$ cat src/fetch_pkg.sv
package fetch_pkg;

    localparam int PC_W   = 32;
    localparam int INST_W = 32;

    // program counter or fetch address
    typedef logic [PC_W-1:0]   pc_t;

    // raw instruction word as handed to decode
    typedef logic [INST_W-1:0] inst_t;

    // sequential fetch stride
    localparam pc_t PC_STEP = 32'h0000_0004;

    // one word below the boot vector, so the first sequential fetch lands on it
    localparam pc_t RESET_PC = 32'h1BFF_FFFC;

    // which kind of redirect is waiting for the SRAM to take its target
    typedef enum logic [1:0] {
        REDIR_IDLE   = 2'b00,
        REDIR_BRANCH = 2'b01,
        REDIR_WB     = 2'b10
    } redirect_state_t;

endpackage

$ cat src/isram_pkg.sv
package isram_pkg;

    localparam int ISRAM_ADDR_W = 32;
    localparam int ISRAM_DATA_W = 32;

    // word read address presented in the address phase
    typedef logic [ISRAM_ADDR_W-1:0] isram_addr_t;

    // read data returned in the data phase
    typedef logic [ISRAM_DATA_W-1:0] isram_data_t;

    // width of the counter of fetches whose data must be thrown away
    localparam int OUTSTANDING_W = 4;

endpackage

$ cat src/fetch_cancel.sv
`timescale 1ns/1ps

module fetch_cancel (
    input  logic clk,
    input  logic resetn,
    input  logic redirect_now,
    // an accepted fetch has not returned yet
    input  logic inflight,
    input  logic isram_data_ok,
    output logic resp_drop
);
    import isram_pkg::*;

    logic [OUTSTANDING_W-1:0] stale_cnt_q;
    logic                     stale_pending;
    logic                     mark_stale;
    logic                     retire_stale;

    assign stale_pending = |stale_cnt_q;

    // only one fetch is ever in flight, so a nonzero count means it is
    // already marked and a second redirect must not count it twice.
    // data returning in the redirect cycle itself is killed by the stage
    assign mark_stale = redirect_now & inflight & ~isram_data_ok & ~stale_pending;

    // stale data comes back in order, one pulse per marked fetch
    assign retire_stale = isram_data_ok & stale_pending;

    assign resp_drop = retire_stale;

    always_ff @(posedge clk) begin
        if (!resetn) begin
            stale_cnt_q <= '0;
        end else if (mark_stale) begin
            stale_cnt_q <= stale_cnt_q + OUTSTANDING_W'(1);
        end else if (retire_stale) begin
            stale_cnt_q <= stale_cnt_q - OUTSTANDING_W'(1);
        end
    end

endmodule

$ cat src/fetch_stage.sv
`timescale 1ns/1ps

module fetch_stage (
    input  logic                   clk,
    input  logic                   resetn,
    // instruction SRAM read port
    output logic                   isram_req,
    output isram_pkg::isram_addr_t isram_addr,
    input  logic                   isram_addr_ok,
    input  logic                   isram_data_ok,
    input  isram_pkg::isram_data_t isram_rdata,
    // redirect and cancel control
    input  logic                   redirect_active,
    input  logic                   redirect_now,
    input  fetch_pkg::pc_t         redirect_target,
    input  logic                   resp_drop,
    input  logic                   wb_flush,
    output logic                   addr_fire,
    output logic                   inflight,
    // link to decode
    output logic                   out_valid,
    input  logic                   out_ready,
    output fetch_pkg::pc_t         out_pc,
    output fetch_pkg::inst_t       out_inst,
    output logic                   out_adef
);
    import fetch_pkg::*;

    logic  fetch_en_q;
    pc_t   pc_q;
    pc_t   seq_pc;
    pc_t   next_pc;
    logic  inflight_q;
    logic  adef_q;
    logic  buf_valid_q;
    inst_t buf_inst_q;

    logic  kill;
    logic  data_kept;
    logic  word_avail;
    logic  deliver;
    logic  hold_word;
    logic  slot_free;

    // next address: redirect target wins, otherwise sequential
    assign seq_pc  = pc_q + PC_STEP;
    assign next_pc = redirect_active ? redirect_target : seq_pc;

    // anything shown or returning this cycle is wrong path
    assign kill = redirect_now | wb_flush;

    // the in-flight fetch returns and does not belong to a stale request
    assign data_kept  = inflight_q & isram_data_ok & ~resp_drop;
    assign word_avail = buf_valid_q | data_kept;

    assign out_valid = word_avail & ~kill;
    assign deliver   = out_valid & out_ready;

    // word that decode did not take this cycle stays in the buffer
    assign hold_word = word_avail & ~deliver & ~kill;

    // SRAM side has room when nothing is in flight or it returns now
    assign slot_free = ~inflight_q | isram_data_ok;

    assign isram_req  = fetch_en_q & slot_free & ~hold_word;
    assign isram_addr = next_pc;
    assign addr_fire  = isram_req & isram_addr_ok;
    assign inflight   = inflight_q;

    // pc_q only moves on addr_fire, which cannot happen while a word waits
    assign out_pc   = pc_q;
    assign out_inst = buf_valid_q ? buf_inst_q : isram_rdata;
    assign out_adef = adef_q;

    // first request goes out one cycle after reset is released
    always_ff @(posedge clk) begin
        if (!resetn) begin
            fetch_en_q <= 1'b0;
        end else begin
            fetch_en_q <= 1'b1;
        end
    end

    always_ff @(posedge clk) begin
        if (!resetn) begin
            pc_q       <= RESET_PC;
            inflight_q <= 1'b0;
        end else if (addr_fire) begin
            pc_q       <= next_pc;
            inflight_q <= 1'b1;
        end else if (isram_data_ok) begin
            inflight_q <= 1'b0;
        end
    end

    // misaligned fetch address, reported to decode with the word
    always_ff @(posedge clk) begin
        if (addr_fire) begin
            adef_q <= |next_pc[1:0];
        end
    end

    always_ff @(posedge clk) begin
        if (!resetn) begin
            buf_valid_q <= 1'b0;
        end else begin
            buf_valid_q <= hold_word;
        end
    end

    always_ff @(posedge clk) begin
        if (data_kept && !buf_valid_q) begin
            buf_inst_q <= isram_rdata;
        end
    end

endmodule

$ cat src/fetch_top.sv
`timescale 1ns/1ps

module fetch_top (
    input  logic                   clk,
    input  logic                   resetn,
    // instruction SRAM read port
    output logic                   isram_req,
    output isram_pkg::isram_addr_t isram_addr,
    input  logic                   isram_addr_ok,
    input  logic                   isram_data_ok,
    input  isram_pkg::isram_data_t isram_rdata,
    // decode link
    output logic                   out_valid,
    input  logic                   out_ready,
    output fetch_pkg::pc_t         out_pc,
    output fetch_pkg::inst_t       out_inst,
    output logic                   out_adef,
    // redirect sources
    input  logic                   br_taken,
    input  fetch_pkg::pc_t         br_target,
    input  logic                   wb_redirect,
    input  fetch_pkg::pc_t         wb_target,
    input  logic                   wb_flush
);
    import fetch_pkg::*;

    logic redirect_active;
    logic redirect_now;
    pc_t  redirect_target;
    logic addr_fire;
    logic inflight;
    logic resp_drop;

    redirect_hold redirect_hold_i (
        .clk             (clk),
        .resetn          (resetn),
        .br_taken        (br_taken),
        .br_target       (br_target),
        .wb_redirect     (wb_redirect),
        .wb_target       (wb_target),
        .addr_fire       (addr_fire),
        .redirect_active (redirect_active),
        .redirect_now    (redirect_now),
        .redirect_target (redirect_target)
    );

    fetch_cancel fetch_cancel_i (
        .clk           (clk),
        .resetn        (resetn),
        .redirect_now  (redirect_now),
        .inflight      (inflight),
        .isram_data_ok (isram_data_ok),
        .resp_drop     (resp_drop)
    );

    fetch_stage fetch_stage_i (
        .clk             (clk),
        .resetn          (resetn),
        .isram_req       (isram_req),
        .isram_addr      (isram_addr),
        .isram_addr_ok   (isram_addr_ok),
        .isram_data_ok   (isram_data_ok),
        .isram_rdata     (isram_rdata),
        .redirect_active (redirect_active),
        .redirect_now    (redirect_now),
        .redirect_target (redirect_target),
        .resp_drop       (resp_drop),
        .wb_flush        (wb_flush),
        .addr_fire       (addr_fire),
        .inflight        (inflight),
        .out_valid       (out_valid),
        .out_ready       (out_ready),
        .out_pc          (out_pc),
        .out_inst        (out_inst),
        .out_adef        (out_adef)
    );

endmodule

$ cat src/redirect_hold.sv
`timescale 1ns/1ps

module redirect_hold (
    input  logic           clk,
    input  logic           resetn,
    // branch resolved in decode
    input  logic           br_taken,
    input  fetch_pkg::pc_t br_target,
    // exception entry or return from write-back
    input  logic           wb_redirect,
    input  fetch_pkg::pc_t wb_target,
    // SRAM took the address this cycle
    input  logic           addr_fire,
    output logic           redirect_active,
    output logic           redirect_now,
    output fetch_pkg::pc_t redirect_target
);
    import fetch_pkg::*;

    redirect_state_t state_q;
    redirect_state_t state_d;
    pc_t             target_q;
    pc_t             target_d;
    logic            br_accept;

    // a branch from decode is moot once a write-back redirect is pending
    assign br_accept = br_taken & (state_q != REDIR_WB);

    assign redirect_now    = wb_redirect | br_accept;
    assign redirect_active = redirect_now | (state_q != REDIR_IDLE);

    always_comb begin
        state_d  = state_q;
        target_d = target_q;

        if (wb_redirect) begin
            state_d  = REDIR_WB;
            target_d = wb_target;
        end else if (br_accept) begin
            state_d  = REDIR_BRANCH;
            target_d = br_target;
        end

        // the redirected address went out, live or held
        if (addr_fire) begin
            state_d = REDIR_IDLE;
        end
    end

    // live target goes straight to the address mux, else the held one
    assign redirect_target = target_d;

    always_ff @(posedge clk) begin
        if (!resetn) begin
            state_q <= REDIR_IDLE;
        end else begin
            state_q <= state_d;
        end
    end

    always_ff @(posedge clk) begin
        target_q <= target_d;
    end

endmodule

$ cat config.mk
export PLATFORM = sky130hd
export DESIGN_NAME = fetch_top
export DESIGN_NICKNAME = d
export VERILOG_FILES = /design/src/fetch_pkg.sv /design/src/isram_pkg.sv /design/src/fetch_cancel.sv /design/src/fetch_stage.sv /design/src/fetch_top.sv /design/src/redirect_hold.sv
export SDC_FILE = /design/constraint.sdc
export NUM_CORES = 1
export LEC_CHECK = 0
export BUFFER_PORTS_ARGS = -buffer_cell sky130_fd_sc_hd__buf_2
export CAP_MARGIN = 30
export CELL_PAD_IN_SITES_DETAIL_PLACEMENT = 1
export CELL_PAD_IN_SITES_GLOBAL_PLACEMENT = 2
export CORE_UTILIZATION = 26
export DETAILED_ROUTE_END_ITERATION = 6
export PLACE_DENSITY = 0.88
export SLEW_MARGIN = 20
export SYNTH_ARGS = -nofsm -noshare
export SYNTH_HDL_FRONTEND = slang
export SYNTH_SLANG_ARGS = --single-unit
export TNS_END_PERCENT = 100
$ cat constraint.sdc
create_clock -name clk -period 3.55 [get_ports clk]
set_input_delay 0.71 -clock clk [delete_from_list [all_inputs] [get_ports clk]]
set_output_delay 0.71 -clock clk [all_outputs]
set_load 0.01 [all_outputs]
==> reports/qor.yml <==
run_status:
  outcome: "finished with violations"
  failed_checks: "design-rule violations"
logic_synthesis:
  yosys_warnings: 0
  ys_seq_elements: 106
  yosys.area_share.simple_pct: 17.8
  yosysUniqueCellTypes: 57
  syn_area_um2: 5880
  ys_seq_area_share_pct: 41.7
  synth-main-ff-cell: "dfxtp_1"
  synth-compound-area-share_pct: 23.6
  synthesis.nets: 791
  synthAdderAreaFrac_pct: 0.639
  synth_top_family_by_area: "compound AO/OA/AOI/OAI gates"
  synth_edf_count: 33
  synth_xor_area_share_pct: 3.87
  syn_avg_cell_area_um2: 8.59
  synth_cells: 684
  synth.area.mux_share_pct: 7.20
  synthArstFlopShare_pct: 0
floorplanning:
  die_width_um: 152
  dieArea_um2: 23200
  coreArea_um2: 22000
  rows: 54
  die_h_um: 152
  io_pins: 203
  initial_core_util_pct: 26.7
finish:
  fin_nets: 975
  synthToLayoutAreaGrowth_pct: 28.6
  drive_above_1_share_pct: 34.1
  final_common_cell: "buf_2"
  layout_common_cells: "buf_2 (202), dfxtp_1 (73), nor2_1 (63)"
  n_antenna_cell: 0
timing:
  worstMarginPinSlew_ns: 0.705
  rsz0062_at_grt: "false"
  period_needed_ns: 3.31
  hold_violations: 0
  tns_ns: 0
  fmax_mhz: 302
  finalMaxSlewViolations: 0
  fin_worst_skew_ns: 0.0112
  slew_headroom_pct: 51.8
  post-route-period-util_pct: 93.2
  setup_viol: 0
clock_network:
  cts_hold_buf: 0
  clock_sinks: 106
  cts_root_buffer: "clkbuf_16"
  htree_levels: 3
  clkTransAtPathRegs_ns: 0.08
  worstSkewPairLatency_ns: 0.36
  tritoncts: "built"
  cts_max_path_buffers: 2
  numCtsBuffers: 9
critical_path:
  worstPathRequired_ns: 2.84
  critPathCaptureType: "output port"
  path_max_fanout: 6
  critPathLaunchType: "flip-flop"
  crit_arrival_ns: 2.60
  critPathKind: "reg -> out"
placement:
  io_buffers: 202
  dp_hpwl_mm: 16.6
  gp_congestion: 0.796
global_routing:
  grt_use_total_pct: 19.1
  grt-ovfl-total: 0
  grt_max_degree: 49
  antenna_found_initial: 0
  grt_pass1_vias: 6113
  grt_pass1_wl_mm: 34.7
hold_path:
  hp-class: "reg -> reg"
route:
  detail_route.vias_per_cell: 5.18
  drt-pass1-iter-count: 7
  drc: 20
  drtIter0Drc: 343
  wl_mm: 22.2
  routedWlPerCell_um: 19.2
  vias: 5978
  final_antenna_net_count: 0
power:
  power_mw: 3.52
  leakage_nw: 3.18
  p_per_area_nw_per_um2: 465
  peakVddDrop_uv: 236
job:
  maxCapViolCount: 0
## synthesized netlist by cell type, types with 14 or more instances
library cell	number	area, um^2
nand4_1	15	93.8
o21ai_0	59	295
a21oi_1	52	260
nor2_1	63	236
nand2_1	57	214
xnor2_1	17	149
a31oi_1	28	175
mux2_2	34	383
edfxtp_1	33	991
clkbuf_1	43	161
nand3_1	32	160
inv_1	14	52.6
dfxtp_1	73	1460
## path summary, 6_finish.rpt
path / start / to / slack (ns) / cells past startpoint
worst max register to register: fetch_cancel_i.stale_cnt_q[0] / fetch_stage_i.out_pc[31] / 1.00 / 6
worst min register to register: redirect_hold_i.target_q[22] / redirect_hold_i.target_q[22] / 0.48 / 2
worst min-delay path: redirect_hold_i.target_q[22] / redirect_hold_i.target_q[22] / 0.48 / 2
worst max-delay path: fetch_stage_i.out_pc[3] / isram_addr[28] / 0.24 / 9
## layer usage
metal / up-vias / routed length (um) / global-route usage [%]
met5: - / 0 / 0
met4: 0 / 429 / 4.86
met3: 24 / 1470 / 4.84
met2: 192 / 11000 / 34.2
met1: 2882 / 9250 / 22.7
li1: 2880 / - / -
## final cells by class
type / instances / area (um^2)
fill: 2683 / 14500
timing repair buffer: 232 / 1250
inverter: 16 / 60.1
multi-input combinational: 503 / 3150
clock buffer: 9 / 225
sequential: 106 / 2450
clock inverter: 7 / 75.1
tap: 280 / 350
## metrics by stage
stage | util (%) | worst slack [ns] | hold slack (ns) | instances | cell area [um^2]
after floorplan | - | 0.435 | 0.454 | 684 | 5880
after global placement | 32.9 | 0.484 | 0.474 | 1136 | 7250
after detailed placement | 32.9 | 0.460 | 0.487 | 1136 | 7250
after CTS | 34.3 | 0.0447 | 0.491 | 1152 | 7550
after global routing | 34.3 | 0.00500 | 0.525 | 1153 | 7560
final | 34.3 | 0.242 | 0.484 | 1153 | 7560
## critical path: stages (launching register included)
cell and delay, ns:
dfxtp_1 0.43, ha_1 0.32, nand4_1 0.13, buf_4 0.19
nor4_2 0.23, buf_4 0.19, nand4_1 0.20, xor2_1 0.22
a21oi_1 0.17, buf_2 0.17
## power breakdown
group	total (mW)	switching, mW	internal [mW]
logic	1.02	0.598	0.420
clock network	1.06	0.506	0.553
registers	1.44	0.0812	1.36
total	3.52	1.19	2.33
## sequential cells by signal (all words and copies together) (netlist names)
| signal | cells |
|---|---|
| fetch_cancel_i.stale_cnt_q | 4 |
| fetch_stage_i.buf_inst_q | 32 |
| fetch_stage_i.buf_valid_q | 1 |
| fetch_stage_i.fetch_en_q | 1 |
| fetch_stage_i.inflight | 1 |
| fetch_stage_i.out_adef | 1 |
| fetch_stage_i.out_pc | 32 |
| redirect_hold_i.state_q | 2 |
| redirect_hold_i.target_q | 32 |
## cell families (layout without fill, tap and decap cells)
logic type	after synthesis	count (layout)
compound gates	217	217
xor+xnor	26	26
fa+ha+maj	3	3
buf+inv	75	264
flops	106	106
mux	38	38
simple gates	219	219
## timing repair
item / 4_1_cts / 5_1_grt
hold endpoints to repair: 0 / 0
buffers inserted: 0 / 1
resized for setup: 0 / 1
endpoints found under the setup margin: 0 / 4
Power figures use the tool's default switching activity.
